==> config.mk <==
export PLATFORM = sky130hd
export DESIGN_NAME = nabp_filtered_top
export DESIGN_NICKNAME = d
export VERILOG_FILES = /design/src/common/nabp_types_pkg.sv /design/src/common/nabp_ctrl_pkg.sv /design/src/common/filtered_stream_if.sv /design/src/design/projection_filter.sv /design/src/filtered_ram/filtered_ram_swappable.sv /design/src/filtered_ram/filtered_ram_swap_control.sv /design/src/design/backprojection_reader.sv /design/src/design/nabp_filtered_top.sv
export SDC_FILE = /design/constraint.sdc
export NUM_CORES = 1
export LEC_CHECK = 0
export ABC_CLOCK_PERIOD_IN_PS = 5180
export BUFFER_PORTS_ARGS = -buffer_cell sky130_fd_sc_hd__clkbuf_2
export CAP_MARGIN = 20
export CORE_MARGIN = 1
export CORE_UTILIZATION = 63
export DETAILED_ROUTE_END_ITERATION = 8
export HOLD_SLACK_MARGIN = 0.03
export PLACE_DENSITY = 0.8
export SYNTH_ARGS = -nofsm -noshare
export SYNTH_HDL_FRONTEND = slang
export SYNTH_SLANG_ARGS = --single-unit
==> constraint.sdc <==
create_clock -name clk -period 5.18 [get_ports clk]
set_input_delay 0.518 -clock clk [delete_from_list [all_inputs] [get_ports clk]]
set_output_delay 0.518 -clock clk [all_outputs]
set_load 0.02 [all_outputs]
==> src/common/nabp_types_pkg.sv <==
`default_nettype none

// data types shared by filter, filtered RAM and reader
package nabp_types_pkg;

    // ~~~~~~~~~~~~~~~~~~~~~~~~~~~~~~~~~~~~~~~~
    // widths
    // ~~~~~~~~~~~~~~~~~~~~~~~~~~~~~~~~~~~~~~~~
    // raw host sample
    localparam int SAMPLE_W = 12;
    // filtered sample, two extra bits for the FIR gain of four
    localparam int FSAMPLE_W = 14;
    // angle tag
    localparam int ANGLE_W = 9;
    // per-angle interpolated sum
    localparam int SUM_W = 20;
    // sample index, caps a line at 16 samples
    localparam int S_W = 4;

    // ~~~~~~~~~~~~~~~~~~~~~~~~~~~~~~~~~~~~~~~~
    // types
    // ~~~~~~~~~~~~~~~~~~~~~~~~~~~~~~~~~~~~~~~~
    typedef logic signed [SAMPLE_W-1:0] sample_t;
    typedef logic signed [FSAMPLE_W-1:0] fsample_t;
    typedef logic [ANGLE_W-1:0] angle_t;
    typedef logic signed [SUM_W-1:0] sum_t;

endpackage

`default_nettype wire

==> src/common/nabp_ctrl_pkg.sv <==
`default_nettype none

// filtered RAM swap control encodings
package nabp_ctrl_pkg;

    // fill/work state machine
    typedef enum logic [2:0] {
        ready_st         = 3'd0,
        fill_st          = 3'd1,
        fill_and_work_st = 3'd2,
        work_st          = 3'd3
    } swap_state_t;

    // bank_sel names the bank being filled
    // the other bank is the working bank
    typedef enum logic {
        sel_bank0 = 1'b0,
        sel_bank1 = 1'b1
    } bank_sel_t;

endpackage

`default_nettype wire

==> src/common/filtered_stream_if.sv <==
`timescale 1ns/1ps
`default_nettype none

// filtered sample stream, one sample per strobe, no back-pressure
interface filtered_stream_if import nabp_types_pkg::*; ();

    // one-cycle strobe per filtered sample
    logic strobe;
    // position of the sample in the line
    logic [S_W-1:0] index;
    fsample_t value;
    // high with the final index of a line
    logic last;

    // filter side
    modport source (output strobe, output index, output value, output last);
    // filtered RAM side
    modport sink (input strobe, input index, input value, input last);

endinterface

`default_nettype wire

==> src/design/projection_filter.sv <==
`timescale 1ns/1ps
`default_nettype none

// three-tap ramp smoothing FIR over one host projection line
// y[i] = x[i-1] + 2*x[i] + x[i+1], samples outside the line are zero
module projection_filter import nabp_types_pkg::*; #(
    parameter int NUM_S = 16
) (
    input  wire     clk,
    input  wire     reset_n,
    input  wire     hs_start,
    input  wire     hs_strobe,
    input  sample_t hs_sample,
    filtered_stream_if.source fout
);

    // ~~~~~~~~~~~~~~~~~~~~~~~~~~~~~~~~~~~~~~~~
    // input side
    // ~~~~~~~~~~~~~~~~~~~~~~~~~~~~~~~~~~~~~~~~
    // count of samples taken in the current line
    logic [S_W-1:0] in_cnt;
    // index of the sample arriving now
    logic [S_W-1:0] in_idx;
    // history, hist1 is the newest sample and hist0 the one before it
    sample_t hist0;
    sample_t hist1;
    // one cycle after the last input, emits the final output
    logic flush_pend;

    // hs_start arrives with sample zero
    assign in_idx = hs_start ? '0 : in_cnt;

    // ~~~~~~~~~~~~~~~~~~~~~~~~~~~~~~~~~~~~~~~~
    // three-tap sum
    // ~~~~~~~~~~~~~~~~~~~~~~~~~~~~~~~~~~~~~~~~
    fsample_t right_tap;
    fsample_t tap_sum;

    // right neighbour is zero past the end of the line
    assign right_tap = flush_pend ? '0 : fsample_t'(hs_sample);
    assign tap_sum = fsample_t'(hist0) + (fsample_t'(hist1) <<< 1) + right_tap;

    // counters and strobes
    always_ff @(posedge clk)
    begin
        if (!reset_n)
        begin
            in_cnt      <= '0;
            flush_pend  <= 1'b0;
            fout.strobe <= 1'b0;
            fout.last   <= 1'b0;
        end
        else
        begin
            flush_pend  <= hs_strobe && (in_idx == S_W'(NUM_S - 1));
            // sample zero only loads history, y[i] follows x[i+1]
            fout.strobe <= (hs_strobe && (in_idx != '0)) || flush_pend;
            fout.last   <= flush_pend;
            if (hs_strobe)
                in_cnt <= in_idx + 1'b1;
        end
    end

    // history and output payload
    always_ff @(posedge clk)
    begin
        if (hs_strobe)
        begin
            // a new line starts with an empty left neighbour
            hist0 <= hs_start ? '0 : hist1;
            hist1 <= hs_sample;
            fout.index <= in_idx - 1'b1;
            fout.value <= tap_sum;
        end
        else if (flush_pend)
        begin
            fout.index <= S_W'(NUM_S - 1);
            fout.value <= tap_sum;
        end
    end

endmodule

`default_nettype wire

==> src/filtered_ram/filtered_ram_swappable.sv <==
`timescale 1ns/1ps
`default_nettype none

// one filtered RAM bank
// single write port, two registered read ports, fill-done flag
module filtered_ram_swappable import nabp_types_pkg::*; #(
    parameter int NUM_S = 16
) (
    input  wire            clk,
    input  wire            reset_n,
    // write side, from the filter stream
    input  wire            wr_en,
    input  wire [S_W-1:0]  wr_addr,
    input  fsample_t       wr_data,
    // read side, neighbouring positions from the reader
    input  wire [S_W-1:0]  rd0_addr,
    input  wire [S_W-1:0]  rd1_addr,
    // drops the fill-done flag when the bank is released
    input  wire            clear,
    output fsample_t       rd0_data,
    output fsample_t       rd1_data,
    output logic           filled
);

    // register array, one entry per sample position
    fsample_t mem [NUM_S];

    // write port
    always_ff @(posedge clk)
    begin
        if (wr_en)
            mem[wr_addr] <= wr_data;
    end

    // dual read, data one cycle after the address
    always_ff @(posedge clk)
    begin
        rd0_data <= mem[rd0_addr];
        rd1_data <= mem[rd1_addr];
    end

    // bank is full once the last position has been written
    always_ff @(posedge clk)
    begin
        if (!reset_n)
            filled <= 1'b0;
        else if (clear)
            filled <= 1'b0;
        else if (wr_en && (wr_addr == S_W'(NUM_S - 1)))
            filled <= 1'b1;
    end

endmodule

`default_nettype wire

==> src/filtered_ram/filtered_ram_swap_control.sv <==
`timescale 1ns/1ps
`default_nettype none

// ping-pong filtered RAM
// one bank fills from the filter while the other is read by the reader
module filtered_ram_swap_control
    import nabp_types_pkg::*;
    import nabp_ctrl_pkg::*;
#(
    parameter int NUM_S = 16
) (
    input  wire            clk,
    input  wire            reset_n,
    // host line start
    input  wire            hs_start,
    input  angle_t         hs_angle,
    // filtered samples
    filtered_stream_if.sink fin,
    // reader side
    input  wire [S_W-1:0]  rd0_addr,
    input  wire [S_W-1:0]  rd1_addr,
    input  wire            bank_release,
    output logic           hs_ready,
    output logic           work_start,
    output angle_t         work_angle,
    output fsample_t       rd0_data,
    output fsample_t       rd1_data
);

    // ~~~~~~~~~~~~~~~~~~~~~~~~~~~~~~~~~~~~~~~~
    // control state
    // ~~~~~~~~~~~~~~~~~~~~~~~~~~~~~~~~~~~~~~~~
    swap_state_t state;
    // filling bank, the other one is worked
    bank_sel_t bank_sel;
    // a host line has started and its last sample is not yet in
    logic line_open;
    // angle of the line in the filling bank
    angle_t fill_angle;
    // filling bank is complete
    logic fill_filled;
    // filling bank becomes the working bank
    logic swap;

    // bank signals
    logic     b0_wr_en;
    logic     b1_wr_en;
    logic     b0_clear;
    logic     b1_clear;
    logic     b0_filled;
    logic     b1_filled;
    fsample_t b0_rd0_data;
    fsample_t b0_rd1_data;
    fsample_t b1_rd0_data;
    fsample_t b1_rd1_data;

    // ~~~~~~~~~~~~~~~~~~~~~~~~~~~~~~~~~~~~~~~~
    // steering by bank_sel
    // ~~~~~~~~~~~~~~~~~~~~~~~~~~~~~~~~~~~~~~~~
    // writes go to the filling bank only
    assign b0_wr_en = fin.strobe && (bank_sel == sel_bank0);
    assign b1_wr_en = fin.strobe && (bank_sel == sel_bank1);
    // release empties the working bank
    assign b0_clear = bank_release && (bank_sel == sel_bank1);
    assign b1_clear = bank_release && (bank_sel == sel_bank0);
    assign fill_filled = (bank_sel == sel_bank0) ? b0_filled : b1_filled;
    // reads come from the working bank
    assign rd0_data = (bank_sel == sel_bank0) ? b1_rd0_data : b0_rd0_data;
    assign rd1_data = (bank_sel == sel_bank0) ? b1_rd1_data : b0_rd1_data;

    // swap right away when nothing is worked, else wait for the release
    assign swap = fill_filled &&
                  ((state == fill_st) || ((state == fill_and_work_st) && bank_release));

    // host may start a line when the filling bank is free
    assign hs_ready = !line_open &&
                      ((state == ready_st) ||
                       (((state == fill_and_work_st) || (state == work_st)) && !fill_filled));

    // fill/work state machine
    always_ff @(posedge clk)
    begin
        if (!reset_n)
        begin
            state      <= ready_st;
            bank_sel   <= sel_bank0;
            line_open  <= 1'b0;
            work_start <= 1'b0;
        end
        else
        begin
            work_start <= swap;
            if (swap)
                bank_sel <= (bank_sel == sel_bank0) ? sel_bank1 : sel_bank0;
            if (hs_start)
                line_open <= 1'b1;
            else if (fin.strobe && fin.last)
                line_open <= 1'b0;

            case (state)
                ready_st:
                    if (hs_start)
                        state <= fill_st;
                fill_st:
                    if (swap)
                        state <= work_st;
                work_st:
                    // release and a new line may land together
                    if (bank_release && hs_start)
                        state <= fill_st;
                    else if (bank_release)
                        state <= ready_st;
                    else if (hs_start)
                        state <= fill_and_work_st;
                fill_and_work_st:
                    if (swap)
                        state <= work_st;
                    else if (bank_release)
                        state <= fill_st;
                default:
                    state <= ready_st;
            endcase
        end
    end

    // angle hand-over, latched at line start and passed on at the swap
    always_ff @(posedge clk)
    begin
        if (hs_start)
            fill_angle <= hs_angle;
        if (swap)
            work_angle <= fill_angle;
    end

    // ~~~~~~~~~~~~~~~~~~~~~~~~~~~~~~~~~~~~~~~~
    // banks
    // ~~~~~~~~~~~~~~~~~~~~~~~~~~~~~~~~~~~~~~~~
    filtered_ram_swappable #(.NUM_S(NUM_S)) u_bank0 (
        .clk      (clk),
        .reset_n  (reset_n),
        .wr_en    (b0_wr_en),
        .wr_addr  (fin.index),
        .wr_data  (fin.value),
        .rd0_addr (rd0_addr),
        .rd1_addr (rd1_addr),
        .clear    (b0_clear),
        .rd0_data (b0_rd0_data),
        .rd1_data (b0_rd1_data),
        .filled   (b0_filled)
    );

    filtered_ram_swappable #(.NUM_S(NUM_S)) u_bank1 (
        .clk      (clk),
        .reset_n  (reset_n),
        .wr_en    (b1_wr_en),
        .wr_addr  (fin.index),
        .wr_data  (fin.value),
        .rd0_addr (rd0_addr),
        .rd1_addr (rd1_addr),
        .clear    (b1_clear),
        .rd0_data (b1_rd0_data),
        .rd1_data (b1_rd1_data),
        .filled   (b1_filled)
    );

endmodule

`default_nettype wire

==> src/design/backprojection_reader.sv <==
`timescale 1ns/1ps
`default_nettype none

// walks the working bank and sums midpoint interpolations for one angle
// sum over s of (f[s] + f[s+1]) >>> 1, s from 0 to NUM_S-2
module backprojection_reader import nabp_types_pkg::*; #(
    parameter int NUM_S = 16
) (
    input  wire             clk,
    input  wire             reset_n,
    input  wire             work_start,
    input  angle_t          work_angle,
    input  fsample_t        rd0_data,
    input  fsample_t        rd1_data,
    output logic [S_W-1:0]  rd0_addr,
    output logic [S_W-1:0]  rd1_addr,
    output logic            bank_release,
    output logic            res_strobe,
    output angle_t          res_angle,
    output sum_t            res_sum
);

    // address pairs being issued
    logic active;
    // read data valid, one cycle behind the address
    logic valid_d;
    // final pair of the line
    logic last_d;
    sum_t acc;

    // midpoint term, one extra bit so the pair sum never wraps
    logic signed [FSAMPLE_W:0] pair_sum;
    logic signed [FSAMPLE_W:0] half_term;

    assign pair_sum  = rd0_data + rd1_data;
    assign half_term = pair_sum >>> 1;
    // right-hand neighbour of the current position
    assign rd1_addr  = rd0_addr + 1'b1;

    // ~~~~~~~~~~~~~~~~~~~~~~~~~~~~~~~~~~~~~~~~
    // address walk and strobes
    // ~~~~~~~~~~~~~~~~~~~~~~~~~~~~~~~~~~~~~~~~
    always_ff @(posedge clk)
    begin
        if (!reset_n)
        begin
            active       <= 1'b0;
            valid_d      <= 1'b0;
            last_d       <= 1'b0;
            rd0_addr     <= '0;
            res_strobe   <= 1'b0;
            bank_release <= 1'b0;
        end
        else
        begin
            valid_d <= active;
            last_d  <= active && (rd0_addr == S_W'(NUM_S - 2));
            // result and release leave NUM_S+1 cycles after work_start
            res_strobe   <= valid_d && last_d;
            bank_release <= valid_d && last_d;
            if (work_start)
            begin
                active   <= 1'b1;
                rd0_addr <= '0;
            end
            else if (active)
            begin
                if (rd0_addr == S_W'(NUM_S - 2))
                    active <= 1'b0;
                else
                    rd0_addr <= rd0_addr + 1'b1;
            end
        end
    end

    // accumulator and result payload
    always_ff @(posedge clk)
    begin
        if (work_start)
        begin
            acc       <= '0;
            res_angle <= work_angle;
        end
        else if (valid_d)
        begin
            acc <= acc + sum_t'(half_term);
            if (last_d)
                res_sum <= acc + sum_t'(half_term);
        end
    end

endmodule

`default_nettype wire

==> src/design/nabp_filtered_top.sv <==
`timescale 1ns/1ps
`default_nettype none

// filtered projection front end
// host line -> FIR -> ping-pong filtered RAM -> interpolating reader
module nabp_filtered_top import nabp_types_pkg::*; #(
    parameter int NUM_S = 16
) (
    input  wire     clk,
    input  wire     reset_n,
    // host line input
    input  wire     hs_start,
    input  wire     hs_strobe,
    input  angle_t  hs_angle,
    input  sample_t hs_sample,
    output logic    hs_ready,
    // one result per angle
    output logic    res_strobe,
    output angle_t  res_angle,
    output sum_t    res_sum
);

    // filter to filtered RAM
    filtered_stream_if fs ();

    // reader to filtered RAM
    logic [S_W-1:0] rd0_addr;
    logic [S_W-1:0] rd1_addr;
    fsample_t       rd0_data;
    fsample_t       rd1_data;
    logic           work_start;
    angle_t         work_angle;
    logic           bank_release;

    // producer
    projection_filter #(.NUM_S(NUM_S)) u_filter (
        .clk       (clk),
        .reset_n   (reset_n),
        .hs_start  (hs_start),
        .hs_strobe (hs_strobe),
        .hs_sample (hs_sample),
        .fout      (fs.source)
    );

    // ping-pong buffer
    filtered_ram_swap_control #(.NUM_S(NUM_S)) u_swap_ctrl (
        .clk          (clk),
        .reset_n      (reset_n),
        .hs_start     (hs_start),
        .hs_angle     (hs_angle),
        .fin          (fs.sink),
        .rd0_addr     (rd0_addr),
        .rd1_addr     (rd1_addr),
        .bank_release (bank_release),
        .hs_ready     (hs_ready),
        .work_start   (work_start),
        .work_angle   (work_angle),
        .rd0_data     (rd0_data),
        .rd1_data     (rd1_data)
    );

    // consumer
    backprojection_reader #(.NUM_S(NUM_S)) u_reader (
        .clk          (clk),
        .reset_n      (reset_n),
        .work_start   (work_start),
        .work_angle   (work_angle),
        .rd0_data     (rd0_data),
        .rd1_data     (rd1_data),
        .rd0_addr     (rd0_addr),
        .rd1_addr     (rd1_addr),
        .bank_release (bank_release),
        .res_strobe   (res_strobe),
        .res_angle    (res_angle),
        .res_sum      (res_sum)
    );

endmodule

`default_nettype wire

* Yosys cells after proc, flatten, opt, wreduce, memory -nomap -nowiden *
Memory sizes are Yosys's and may differ from the RTL's. A register that Yosys moved wholly into a read port is not among the register bits.
Index checks and enable logic that the tools add are counted.
Widths: inputs -> output; s select.

cells by class
  eq/ne operators = 10
  reduce and logical (&&, ||, !) cells = 32
  multiplexer cells = 27
  add/sub/neg operators = 7
  bitwise operators = 4

operators by type and width
  operator             count
  $mux 14              5
  $mux 3               7
  $add 20x14->20       1
  $logic_and 1x1->1    16
  $add 14x14->15       1
  $add 12x13->14       1
  $add 14x14->14       1
  $eq 4x4->1 const B   3
  $mux 4               3
  $pmux 3 s4           1
  $mux 1               11
  $add 4x1->4 const B  2
  $eq 3x2->1 const B   2
  $reduce_or 2->1      3
  $logic_or 1x1->1     4
  $ne 4x3->1 const B   1
  $not 1->1            4
  $reduce_and 4->1     1
  $reduce_bool 2->1    2
  $reduce_bool 4->1    1
  $sub 4x1->4 const B  1
  $eq 3x1->1 const B   1
  $logic_not 3->1      1
  $ne 3x1->1 const B   1
  5 further kinds      6

word-level totals
  memory bits (writable) = 448
  output and inout port bits = 31
  register bits after elaboration = 132
  memories = 2

memory list
  memory                   depth  width  rd ports  clocked after memory_dff  write ports  RTL line                      source
  u_swap_ctrl.u_bank0.mem  16     14     2         2                         1            filtered_ram_swappable.sv:26  fsample_t mem [NUM_S];
  u_swap_ctrl.u_bank1.mem  16     14     2         2                         1            filtered_ram_swappable.sv:26

* Logic depth before layout (Yosys ltp) *
Gate-level depths: netlist of the first run.

  depth in word-level cells = 6
  mapped depth = 21

* By module *
A second synthesis of the first run with hierarchy kept.

second synthesis, totals
  cell total of the unflattened synthesis = 1,675
  area, all modules = 28,807.6 um2

by module, submodules not included
  module                     times used  cells an instance  seq. area each (um2)  area an instance (um2)
  filtered_ram_swappable     2           514                7,307.0               10,724.0
  backprojection_reader      1           355                1,431.4               3,562.2
  projection_filter          1           210                1,401.3               2,628.8
  filtered_ram_swap_control  1           82                 640.6                 1,168.6

* Least setup slack after synthesis of the first run *
OpenSTA, ideal clock, no wires.

  path type = reg-to-reg
  start point = register u_swap_ctrl.bank_sel
  end point = register u_reader.res_sum[18] (data pin)
  path slack = 0.537 ns
  stages on the path, launching flop included = 21
  data required time = 4.922 ns
  path buffers = 3
  setup time = 0.258 ns
  arrival time = 4.385 ns
  cells stage by stage = dfxtp_1 -> buf_2 -> buf_1 -> mux2_2 -> ha_1 -> a21o_1 -> a21o_1 -> a41o_1 -> a41oi_1 -> o2111a_1 -> o21bai_1 -> xor2_1 -> ha_1 -> clkbuf_1 -> a21o_1 -> a31oi_1 -> nand2b_1 -> o31ai_2 -> and4_4 -> nor2_1 -> xnor2_1

on the way
  longest elaborated chain between the ends = 3
  elaborated cells between the ends (all ways) = 4
  classes of those cells = 2 x add/sub; 2 x mux

ends and longest elaborated chain
  element                            RTL line                                                          source
  from (decl)                        filtered_ram_swap_control.sv:35                                   bank_sel_t bank_sel;
  from (signal assigned)             filtered_ram_swap_control.sv:86                                   bank_sel <= sel_bank0;
  from (signal assigned)             filtered_ram_swap_control.sv:94                                   bank_sel <= (bank_sel == sel_bank0) ? sel_bank1 : sel_bank0;
  $mux 14, on equally long branches  filtered_ram_swap_control.sv:68, filtered_ram_swap_control.sv:69
  $add 14x14->15 (*)                 backprojection_reader.sv:35                                       assign pair_sum = rd0_data + rd1_data;
  $add 20x14->20 (*)                 backprojection_reader.sv:88                                       res_sum <= acc + sum_t'(half_term);
  to (signal assigned)               backprojection_reader.sv:88
  to (decl)                          backprojection_reader.sv:20                                       output sum_t res_sum

Every way passes the cells marked *; elsewhere a longest branch is shown, timed or not.
A chain may end at the register's enable or synchronous reset.

* Final worst setup path of the first run *
  start point = register u_swap_ctrl.bank_sel
  end point = register u_reader.acc[19]

on the way
  longest elaborated chain between the ends = 3
  elaborated cells between the ends (all ways) = 4
  classes of those cells = 2 x add/sub; 2 x mux

ends and longest elaborated chain
  element                            RTL line                                                          source
  $mux 14, on equally long branches  filtered_ram_swap_control.sv:68, filtered_ram_swap_control.sv:69
  $add 14x14->15 (*)                 backprojection_reader.sv:35
  $add 20x14->20 (*)                 backprojection_reader.sv:86                                       acc <= acc + sum_t'(half_term);
  to (signal assigned)               backprojection_reader.sv:86
  to (decl)                          backprojection_reader.sv:29                                       sum_t acc;

Marked as above.

==> qor.csv, run 1 <==
stage,metric,value,unit
outcome,outcome,finished clean,
global_route,GRT Resource Usage Total,30.1,%
logic_synthesis,Post-synth EDFFs,537,
logic_synthesis,"flops & latches, synth",635,
sta,Setup TNS,0,ns
clock_network,"CTS clk-pin slew, worst paths",0.06,ns
final_layout,Finished Layout Cells,2244,
floorplanning,die width,215,µm
clock_network,Max Root-Sink Buffers,3,
final_layout,n_diodes,0,
sta,Final min period,4.79,ns
routing,remaining routing DRC violations,0,
power_and_ir_drop,Pwr Density,358,nW/µm²
final_layout,Final nets,1694,
routing,Pre-Repair DR Iteration Count,7,
place,Placement Setup Slack,0.441,ns
routing,DRT antenna net count,0,
sta,RSZ-0062 raised after global routing,no,
critical_path,Crit Path Category,reg2reg,
floorplanning,Die Footprint,46200,µm²
critical_path,CP endpoint,u_reader.acc[19],
place,gpl congestion,0.894,
clock_network,"Setup Fix Bufs, Post-CTS",0,
final_layout,fillers,2564,
clock_network,clk root buf,clkbuf_16,
sta,final worst slack,0.393,ns
critical_path,"slowest stage delay, CP",0.51,ns
routing,routed length per instance,30.0,µm
critical_path,crit-path max FO,22,
logic_synthesis,Cell variety after synth,62,
clock_network,CTS tree,built,
sta,Worst Clk Skew,0.0235,ns
logic_synthesis,"Cell Area, Synth",28500,µm²
global_route,Congestion Overflow GR,0,
place,placed instance count,2123,
floorplanning,initial core utilization,64.3,%
logic_synthesis,Post-Syn Area per Cell,18.8,µm²
routing,initial drt markers,2034,
floorplanning,Top Ports,56,
logic_synthesis,Post-synth ARST share,0,%
final_layout,layout cells sized above 1,32.6,%
floorplanning,CORE AREA,44400,µm²
sta,f_max,209,MHz
sta,Fin. Hold Viols,0,
power_and_ir_drop,VDD IR max,283,µV
global_route,largest net degree at the start of global routing,107,
global_route,initial antenna violation count,1,
place,dpl hpwl,41.7,mm
power_and_ir_drop,P_leak,10.5,nW
critical_path,Crit. End Element,flop,
sta,final worst path period share,92.4,%
run,Max Cap Viol,0,
clock_network,clock sinks,635,
critical_path,Reg-to-Reg Start,u_swap_ctrl.bank_sel,
critical_path,crit path DAT,5.27,ns
routing,Via density,7.01,
critical_path,reg2reg path depth,18,
critical_path,CP max-delay cell,dfxtp_4,
sta,Max-slew headroom,25.0,%
global_route,global-route wire length before repair,101,mm
logic_synthesis,yosys warns,0,
sta,final setup fails,0,
sta,Fin Hold WS,0.102,ns
sta,"Slew Viols, Final",0,
critical_path,crit path from,u_swap_ctrl.bank_sel,
logic_synthesis,Cells after Synth,1519,
critical_path,reg-to-reg setup timing slack,0.39,ns
sta,Worst-Margin Slew,1.12,ns
clock_network,CTS buffer count,66,
clock_network,H-tree Lvls,3,
critical_path,Startpoint Class,flop,
critical_path,CP Data Required Time,5.66,ns
critical_path,reg2reg end,u_reader.acc[19],
routing,routed via count,15700,
floorplanning,die height,215,µm
logic_synthesis,post-synthesis net count,1610,
routing,Post-Route WL,67.2,mm
critical_path,crit-path cells,mux2_2 > ha_1 > a21o_1 > a21o_1 > a41o_1 > a41oi_1 > o2111a_1 > o21bai_1 > xor2_1 > ha_1 > a21oi_1 > o211ai_1 > o2111ai_1 > a31oi_1 > o22a_1 > xnor2_1 > o211ai_1 > o31ai_1,
logic_synthesis,post-synthesis sequential area ratio,63.4,%
global_route,vias in the first global route,16200,
floorplanning,Rows,77,
clock_network,worst skew pair latency,0.60,ns
place,I/O Buffers,55,
logic_synthesis,most common flop cell mapped by yosys,edfxtp_1,
hold_path,Hold Crit Class,in2reg,
final_layout,Area Overhead vs Synth,11.9,%
-- per-layer routing --
metal / up-vias / wire length, µm / global-route usage, %
li1: 6424 / - / -
met1: 8133 / 24800 / 39.9
met2: 961 / 33300 / 48.7
met3: 210 / 5950 / 5.92
met4: 2 / 3210 / 14.1
met5: - / 15 / 0
-- worst min path at each step --
stage	startpoint	endpoint	slack, ns	depth (start not counted)
4_1_cts	hs_angle[3]	u_swap_ctrl.fill_angle[3]	0.08	1
6_report	hs_angle[8]	u_swap_ctrl.fill_angle[8]	0.10	1
2_1_floorplan	u_swap_ctrl.work_angle[0]	u_reader.res_angle[0]	0.40	0
3_5_place_dp	u_swap_ctrl.work_angle[2]	u_reader.res_angle[2]	0.40	0
3_3_place_gp	u_swap_ctrl.work_angle[7]	u_reader.res_angle[7]	0.40	0
5_1_grt	hs_angle[3]	u_swap_ctrl.fill_angle[3]	0.09	1
-- state kept, by name, summed over array words and instances (netlist names), 2 cells and up --
register and cells:
u_reader.res_angle 9, u_swap_ctrl.u_bank0.mem 224, u_filter.in_cnt 4, u_swap_ctrl.u_bank1.rd1_data 14, u_swap_ctrl.work_angle 9, u_reader.acc 20, u_swap_ctrl.u_bank0.rd1_data 14, u_filter.fout.value 14
u_swap_ctrl.state 2, u_swap_ctrl.u_bank1.mem 224, u_swap_ctrl.u_bank0.rd0_data 14, u_swap_ctrl.fill_angle 9, u_reader.res_sum 20, u_filter.hist1 12, u_swap_ctrl.u_bank1.rd0_data 14, u_filter.fout.index 4
u_filter.hist0 12, u_reader.rd0_addr 4
-- metrics by stage --
step	util, %	cell area, µm²	total power [mW]
after floorplan	-	28500	6.53
after global placement	66.9	29700	6.76
after detailed placement	66.9	29700	6.81
after CTS	71.7	31900	11.4
after global routing	71.9	31900	11.7
final	71.9	31900	11.4
-- worst max-delay path, delay by kind of cell, from the launching register on --
kind	cells	cell delay (ns)
adder cells (fa/ha/maj)	2	0.80
flip-flops	1	0.51
XOR/XNOR	2	0.49
multiplexers	1	0.38
AO/OA/AOI/OAI	13	2.49
-- cell usage after synthesis, drive strengths merged, types with 3 or more instances --
master / n / area share [%]
ha: 51 / 2.2
nand3: 20 / 0.35
o21bai: 8 / 0.21
nor2: 59 / 0.78
and2: 9 / 0.20
o21ai: 24 / 0.42
mux2i: 13 / 0.46
mux4: 280 / 22
nand4b: 4 / 0.12
inv: 21 / 0.28
or2: 3 / 0.066
buf: 39 / 0.56
mux2: 27 / 1.1
nor3: 16 / 0.28
clkbuf: 50 / 0.66
a31oi: 6 / 0.13
nand2: 30 / 0.39
dfxtp: 98 / 6.9
xnor2: 35 / 1.1
and3: 8 / 0.18
a21oi: 33 / 0.59
or4: 3 / 0.079
a211oi: 4 / 0.12
nand4: 8 / 0.18
nand2b: 9 / 0.20
fa: 15 / 1.1
or3: 3 / 0.083
a21o: 11 / 0.29
o21a: 7 / 0.18
xor2: 14 / 0.43
nor2b: 41 / 0.90
o211ai: 5 / 0.13
edfxtp: 537 / 56
-- cells by family (layout without fill, tap and decap cells) --
family / after synthesis / after routing / synth area share (%)
XOR/XNOR: 49 / 49 / 1.50
adder cells (fa/ha/maj): 66 / 66 / 3.29
multiplexers: 320 / 320 / 23.6
AO/OA/AOI/OAI: 119 / 119 / 2.75
buffers and inverters: 110 / 243 / 1.49
flip-flops: 635 / 635 / 63.4
AND/OR/NAND/NOR: 220 / 220 / 4.00
-- final cells by class --
class / count / area [µm²] / area share (%)
well taps: 592 / 741 / 2.32
inverters: 21 / 78.8 / 0.247
clock buffers: 104 / 1990 / 6.22
flip-flops and latches: 635 / 18100 / 56.7
multi-input cells: 774 / 10100 / 31.7
clock inverters: 13 / 153 / 0.478
repair buffers: 105 / 756 / 2.37
-- power by group --
group          leakage [nW]  switching (mW)  total (mW)  internal (mW)
registers              5.68           0.254        6.16           5.91
logic                  3.77           0.330       0.586          0.256
clock network          1.05            1.89        4.68           2.78
-- cell usage in the layout, fill, tap and decap left out, types with 7 or more instances in the layout --
cell type	count
a21o_1	11
a21oi_1	32
and2_1	9
and3_1	8
buf_4	43
clkbuf_1	22
clkbuf_16	69
clkbuf_2	55
clkbuf_8	13
dfxtp_1	93
edfxtp_1	537
fa_1	15
ha_1	50
inv_1	21
mux2_2	27
mux2i_1	13
mux4_2	280
nand2_1	30
nand2b_1	9
nand3_1	20
nand4_1	8
nor2_1	54
nor2b_1	41
nor3_1	8
nor3_2	8
o21a_1	7
o21ai_0	23
o21bai_1	8
xnor2_1	34
xor2_1	13
-- timing repair --
| item | 4_1_cts | 5_1_grt |
|---|---|---|
| resized for setup | 0 | 1 |
| hold endpoints to repair | 0 | 0 |
| setup endpoints to repair | 0 | 3 |
| hold buffers | 0 | 0 |
(Power assumes the default switching activity.)
==> run 2, diff against run 1 <==
- CORE_ASPECT_RATIO: not set -> 1.1
==> run 2 against run 1 <==
Compared with the run above: clock power is 1% higher; final area hardly changed; die area hardly changed; worst hold slack worse by 0.027 ns; sequential cell count stayed put; global-route usage is 0.62 points higher; first-iteration DRC count is 13% lower; core utilization is 0.25 points lower; clock skew is 0.0048 ns lower; sequential share of layout area hardly changed.
==> qor.csv, run 2 (synthesized netlist as in run 1, its figures left out) <==
stage,metric,value,unit,change
routing,remaining routing DRC violations,0,,unchanged
hold_path,Hold Crit Class,in2reg,,unchanged
power_and_ir_drop,sw frac,21.6,%,was 21.7%
global_route,global-route wire length before repair,101,mm,about the same
floorplanning,die height,225,µm,was 215 µm
routing,routed via count,15700,,about the same
power_and_ir_drop,NetSw,2.49,mW,was 2.48 mW
power_and_ir_drop,overall power,11.5,mW,was 11.4 mW
global_route,GR Layer Usage met3,5.94,%,was 5.92%
critical_path,crit-path cells,mux2_2 > ha_1 > a21o_1 > a21o_1 > a41o_1 > a41oi_1 > o2111a_1 > o21bai_1 > xor2_1 > ha_1 > a21oi_1 > o211ai_1 > o2111ai_1 > a31oi_1 > o22a_1 > xnor2_1 > xnor2_1,,was mux2_2 > ha_1 > a21o_1 > a21o_1 > a41o_1 > a41oi_1 > o2111a_1 > o21bai_1 > xor2_1 > ha_1 > a21oi_1 > o211ai_1 > o2111ai_1 > a31oi_1 > o22a_1 > xnor2_1 > o211ai_1 > o31ai_1
clock_network,CTS buffer count,59,,was 66
power_and_ir_drop,VDD IR max,358,µV,was 283 µV
sta,f_max,213,MHz,was 209 MHz
final_layout,Final nets,1690,,was 1694
run,Max Cap Viol,0,,unchanged
clock_network,clock sinks,635,,unchanged
clock_network,hold buffer count at CTS,0,,unchanged
outcome,outcome,finished clean,,unchanged
global_route,initial antenna violation count,3,,was 1
critical_path,Crit. End Element,flop,,unchanged
final_layout,n_diodes,0,,unchanged
critical_path,crit path DAT,5.05,ns,was 5.27 ns
power_and_ir_drop,Internal,9.00,mW,was 8.95 mW
place,dpl hpwl,41.7,mm,about the same
place,gpl congestion,0.860,,was 0.894
power_and_ir_drop,P_leak,10.5,nW,about the same
sta,Max-slew headroom,25.5,%,was 25.0%
final_layout,Seq. cell area,18100,µm²,unchanged
floorplanning,CORE AREA,44600,µm²,was 44400 µm²
critical_path,crit-path max FO,24,,was 22
final_layout,Area Overhead vs Synth,12.0,%,was 11.9%
clock_network,clk root buf,clkbuf_16,,unchanged
routing,routed length per instance,31.1,µm,was 30.0 µm
global_route,vias in the first global route,16000,,was 16200
routing,initial drt markers,1763,,was 2034
critical_path,CP max-delay cell,dfxtp_4,,unchanged
sta,Setup TNS,0,ns,unchanged
routing,Post-Route WL,69.3,mm,was 67.2 mm
sta,Worst-Margin Slew,1.11,ns,was 1.12 ns
clock_network,Max Root-Sink Buffers,3,,unchanged
global_route,GRT busiest layer,met2,,unchanged
global_route,largest net degree at the start of global routing,128,,was 107
final_layout,"commonest cells after routing, fill and taps aside","edfxtp_1, mux4_2, dfxtp_1",,unchanged
critical_path,Startpoint Class,flop,,unchanged
sta,Final min period,4.69,ns,was 4.79 ns
clock_network,worst skew pair latency,0.62,ns,was 0.60 ns
power_and_ir_drop,Seq pwr share,53.6,%,was 53.9%
floorplanning,Rows,81,,was 77
power_and_ir_drop,Pwr Density,360,nW/µm²,was 358 nW/µm²
critical_path,CP Data Required Time,5.54,ns,was 5.66 ns
final_layout,layout cells sized above 1,32.9,%,was 32.6%
global_route,GRT Resource Usage Total,30.7,%,was 30.1%
sta,Fin. Hold Viols,0,,unchanged
floorplanning,initial core utilization,64.0,%,was 64.3%
floorplanning,Die Footprint,46200,µm²,about the same
routing,Via density,7.06,,was 7.01
sta,RSZ-0062 raised after global routing,no,,unchanged
sta,Worst Clk Skew,0.0187,ns,was 0.0235 ns
floorplanning,die width,205,µm,was 215 µm
place,I/O Buffers,55,,unchanged
clock_network,CTS tree,built,,unchanged
critical_path,Crit Path Category,reg2reg,,unchanged
sta,final worst path period share,90.5,%,was 92.4%
global_route,Congestion Overflow GR,0,,unchanged
sta,"Slew Viols, Final",0,,unchanged
power_and_ir_drop,Clk network pwr share,41.1,%,was 40.9%
clock_network,H-tree Lvls,2,,was 3
final_layout,fillers,2585,,was 2564
critical_path,"slowest stage delay, CP",0.55,ns,was 0.51 ns
final_layout,"commonest non-fill, non-tap cell in the layout",edfxtp_1,,unchanged
sta,final setup fails,0,,unchanged
routing,DRT antenna net count,0,,unchanged
final_layout,Multi-input gate area,10100,µm²,about the same
global_route,global routing usage on met1,40.8,%,was 39.9%
clock_network,"CTS clk-pin slew, worst paths",0.06,ns,about the same
routing,Pre-Repair DR Iteration Count,5,,was 7
floorplanning,Top Ports,56,,unchanged
final_layout,Top Registers,"u_swap_ctrl.u_bank0.mem: 224 flops, u_swap_ctrl.u_bank1.mem: 224 flops",,unchanged
clock_network,"Setup Fix Bufs, Post-CTS",0,,unchanged
global_route,met2 usage,50.4,%,was 48.7%
power_and_ir_drop,Comb pwr share,5.2,%,was 5.1%
[run 2: changes by cell type in the layout (fill, tap and decap cells not counted), moves of 2 or more]
cell | before | now
nor2_1 | 54 | 58
clkinvlp_4 | 1 | 6
clkbuf_16 | 69 | 61
nor2_2 | 5 | 1
clkbuf_8 | 13 | 9
clkinv_2 | 5 | 10
bufinv_16 | 3 | 11
clkbuf_1 | 22 | 11
buf_16 | 3 | 5
buf_4 | 43 | 46
[run 2: worst max-delay path: cells and delay by family (launching register included)]
family          cells  cell delay [ns]
compound gates     11             2.17
xor+xnor            3             0.56
fa+ha+maj           2             0.78
flops               1             0.55
mux                 1             0.39
[run 2: final cells by class]
cell class                      count  share of cell area, %
Clock buffer                       81                   5.29
Clock inverter                     30                   1.40
Inverter                           21                  0.247
Multi-Input combinational cell    774                   31.7
Sequential cell                   635                   56.6
Tap cell                          581                   2.27
Timing Repair Buffer              108                   2.50
[run 2: what timing repair did]
item / in CTS / in global routing
endpoints found under the setup margin: 0 / 1
resized for setup: 0 / 1
endpoints found under the hold margin: 0 / 0
[run 2: power groups by stage]
stage	clock, mW	combinational, mW	sequential, mW
after floorplan	0	0.357	6.17
after global placement	0	0.450	6.32
after detailed placement	0	0.460	6.34
after CTS	4.75	0.470	6.24
after global routing	4.95	0.649	6.18
final	4.73	0.602	6.16
[run 2: stage by stage]
stage	cell area (µm²)	setup WS [ns]	instances	utilization, %	hold slack, ns
3_3_place_gp	29700	0.415	2114	66.6	0.401
2_1_floorplan	28500	0.537	1519	-	0.400
6_report	32000	0.493	2230	71.7	0.0758
4_1_cts	31800	0.345	2225	71.4	0.0493
3_5_place_dp	29700	0.353	2114	66.6	0.405
5_1_grt	32000	0.169	2230	71.7	0.0652
[run 2: final timing paths]
check,from,endpoint,slack (ns),cells after the start
worst max-delay path,u_swap_ctrl.bank_sel,u_reader.res_sum[19],0.49,17
worst min-delay path,hs_angle[2],u_swap_ctrl.fill_angle[2],0.08,1
worst max register to register,u_swap_ctrl.bank_sel,u_reader.res_sum[19],0.49,17
worst min register to register,u_swap_ctrl.fill_angle[6],u_swap_ctrl.work_angle[6],0.42,0
[run 2: metal layers]
metal | part of all wire [%] | vias up
met1 | 36 | 8077
met3 | 10 | 185
met5 | 0.012 | -
met2 | 50 | 1052
met4 | 4.0 | 2
li1 | - | 6432
==> run 3, diff against run 2 <==
- CORE_MARGIN: 1 -> not set
- RECOVER_POWER: not set -> 100
==> run 3 against run 2 <==
Compared with the run above: the flow now finishes with violations (max-capacitance violations, max-slew violations); total power shrank 0.40%; die area is the same; first-iteration DRC count is the same.
==> qor.csv, run 3 (synthesized netlist as in run 1, its figures left out) <==
stage,metric,value,unit,change
sta,Final min period,4.75,ns,was 4.69 ns
place,gpl congestion,0.860,,unchanged
routing,routed length per instance,31.1,µm,about the same
global_route,Congestion Overflow GR,0,,unchanged
power_and_ir_drop,Clk network pwr share,41.3,%,was 41.1%
sta,final setup fails,0,,unchanged
final_layout,Multi-input gate area,10100,µm²,about the same
routing,DRT antenna net count,0,,unchanged
critical_path,Startpoint Class,flop,,unchanged
final_layout,"commonest cells after routing, fill and taps aside","edfxtp_1, mux4_2, clkbuf_1",,"was edfxtp_1, mux4_2, dfxtp_1"
routing,Pre-Repair DR Iteration Count,6,,was 5
sta,RSZ-0062 raised after global routing,no,,unchanged
routing,remaining routing DRC violations,0,,unchanged
run,Max Cap Viol,7,,was 0
global_route,initial antenna violation count,3,,unchanged
outcome,failing checks,"max-capacitance violations, max-slew violations",,
global_route,largest net degree at the start of global routing,128,,unchanged
clock_network,"CTS clk-pin slew, worst paths",0.07,ns,was 0.06 ns
clock_network,H-tree Lvls,2,,unchanged
power_and_ir_drop,Pwr Density,362,nW/µm²,was 360 nW/µm²
final_layout,Top Registers,"u_swap_ctrl.u_bank0.mem: 224 flops, u_swap_ctrl.u_bank1.mem: 224 flops",,unchanged
global_route,GRT Resource Usage Total,30.7,%,unchanged
sta,Setup TNS,0,ns,unchanged
clock_network,CTS tree,built,,unchanged
floorplanning,Rows,81,,unchanged
power_and_ir_drop,VDD IR max,345,µV,was 358 µV
routing,initial drt markers,1763,,unchanged
global_route,GRT busiest layer,met2,,unchanged
outcome,outcome,"complete, but fails checks",,was finished clean
final_layout,Final Cell Area,31600,µm²,was 32000 µm²
critical_path,crit path DAT,5.31,ns,was 5.05 ns
final_layout,Area Overhead vs Synth,10.7,%,was 12.0%
floorplanning,CORE AREA,44600,µm²,unchanged
floorplanning,Die Footprint,46200,µm²,unchanged
final_layout,Final nets,1690,,unchanged
clock_network,CTS buffer count,59,,unchanged
final_layout,layout cells sized above 1,26.9,%,was 32.9%
routing,Post-Route WL,69.5,mm,was 69.3 mm
power_and_ir_drop,NetSw,2.48,mW,was 2.49 mW
sta,f_max,211,MHz,was 213 MHz
sta,Worst-Margin Slew,2.51,ns,was 1.11 ns
floorplanning,Top Ports,56,,unchanged
final_layout,"commonest non-fill, non-tap cell in the layout",edfxtp_1,,unchanged
place,DP Area,29700,µm²,unchanged
clock_network,clock sinks,635,,unchanged
sta,Fin. Hold Viols,0,,unchanged
critical_path,Reg-to-Reg Start,u_swap_ctrl.bank_sel,,unchanged
critical_path,crit-path max FO,24,,unchanged
final_layout,fillers,2687,,was 2585
power_and_ir_drop,sw frac,21.7,%,was 21.6%
critical_path,crit path from,u_swap_ctrl.bank_sel,,unchanged
sta,"Slew Viols, Final",261,,was 0
routing,Via density,7.11,,was 7.06
critical_path,Crit. End Element,flop,,unchanged
global_route,global routing usage on met1,40.8,%,unchanged
sta,final worst path period share,91.6,%,was 90.5%
place,dpl hpwl,41.7,mm,unchanged
global_route,met2 usage,50.4,%,unchanged
clock_network,worst skew pair latency,0.63,ns,was 0.62 ns
clock_network,Max Root-Sink Buffers,3,,unchanged
critical_path,Crit Path Category,reg2reg,,unchanged
floorplanning,die height,225,µm,unchanged
routing,routed via count,15900,,was 15700
clock_network,"Setup Fix Bufs, Post-CTS",0,,unchanged
final_layout,n_diodes,0,,unchanged
global_route,GR Layer Usage met3,5.94,%,unchanged
final_layout,Util after Layout,70.9,%,was 71.7%
power_and_ir_drop,Comb pwr share,4.8,%,was 5.2%
critical_path,CP Data Required Time,5.74,ns,was 5.54 ns
hold_path,Hold Crit Class,in2reg,,unchanged
power_and_ir_drop,P_leak,10.2,nW,was 10.5 nW
clock_network,clk root buf,clkbuf_16,,unchanged
power_and_ir_drop,Internal,8.96,mW,was 9.00 mW
final_layout,Seq. cell area,18100,µm²,about the same
floorplanning,die width,205,µm,unchanged
global_route,global-route wire length before repair,101,mm,unchanged
sta,Worst Clk Skew,0.0173,ns,was 0.0187 ns
sta,Max-slew headroom,-67.3,%,was 25.5%
place,I/O Buffers,55,,unchanged
hold_path,min-delay src,hs_angle[7],,was hs_angle[2]
global_route,vias in the first global route,16000,,unchanged
floorplanning,initial core utilization,64.0,%,unchanged
power_and_ir_drop,Seq pwr share,53.8,%,was 53.6%
## run 3: cell types whose count changed in the layout (fill, tap and decap cells not counted), sizes merged
cell	delta
buf	-43
clkbuf	+43
## run 3: worst paths after layout
check / endpoint / slack (ns) / cells past startpoint
setup / recovery: u_reader.acc[18] / 0.43 / 16
hold / removal: u_swap_ctrl.fill_angle[7] / 0.08 / 1
setup reg to reg: u_reader.acc[18] / 0.43 / 16
hold reg to reg: u_reader.res_angle[0] / 0.42 / 0
## run 3: through the flow
stage	power (mW)	std cells	setup slack, ns	hold WS (ns)
2_1_floorplan	6.53	1519	0.537	0.400
3_3_place_gp	6.77	2114	0.415	0.401
3_5_place_dp	6.80	2114	0.353	0.405
4_1_cts	11.5	2225	0.345	0.0493
5_1_grt	11.7	2230	0.123	0.0652
6_report	11.4	2230	0.434	0.0763
## run 3: cell type report
class / count / area share (%)
Sequential cell: 635 / 57.3
Multi-Input combinational cell: 774 / 31.8
Clock buffer: 81 / 5.35
Tap cell: 581 / 2.30
Timing Repair Buffer: 108 / 1.57
Clock inverter: 30 / 1.41
Inverter: 21 / 0.249
## run 3: routing by layer
| metal | up-vias | wire length, µm | part of all wire (%) |
|---|---|---|---|
| met3 | 195 | 6850 | 9.9 |
| met2 | 1033 | 34500 | 50 |
| met1 | 8198 | 25100 | 36 |
| li1 | 6434 | - | - |
| met5 | - | 9 | 0.013 |
| met4 | 2 | 2930 | 4.2 |
## run 3: critical path, stage by stage (launching register included)
cell and delay [ns]:
dfxtp_4 0.55, buf_4 0.29, mux2_2 0.37, ha_1 0.37, a21oi_1 0.22, nor3_1 0.08, nor4_1 0.39, o21ai_0 0.18
xor2_1 0.18, ha_1 0.38, a21o_1 0.18, a21o_1 0.18, a211oi_1 0.34, o31ai_2 0.17, and4_1 0.26, or4_1 0.47
nand3_1 0.07
## run 3: power by group through the flow
| stage | clock network, mW | registers, mW | logic, mW |
|---|---|---|---|
| after detailed placement | 0 | 6.34 | 0.460 |
| final | 4.73 | 6.16 | 0.554 |
| after global placement | 0 | 6.32 | 0.450 |
| after global routing | 4.95 | 6.18 | 0.602 |
| after floorplan | 0 | 6.17 | 0.357 |
| after CTS | 4.75 | 6.24 | 0.470 |
## run 3: timing repair
item	4_1_cts	5_1_grt
hold endpoints to repair	0	0
gates resized for setup	0	1
endpoints found under the setup margin	0	1
hold buffers	0	0
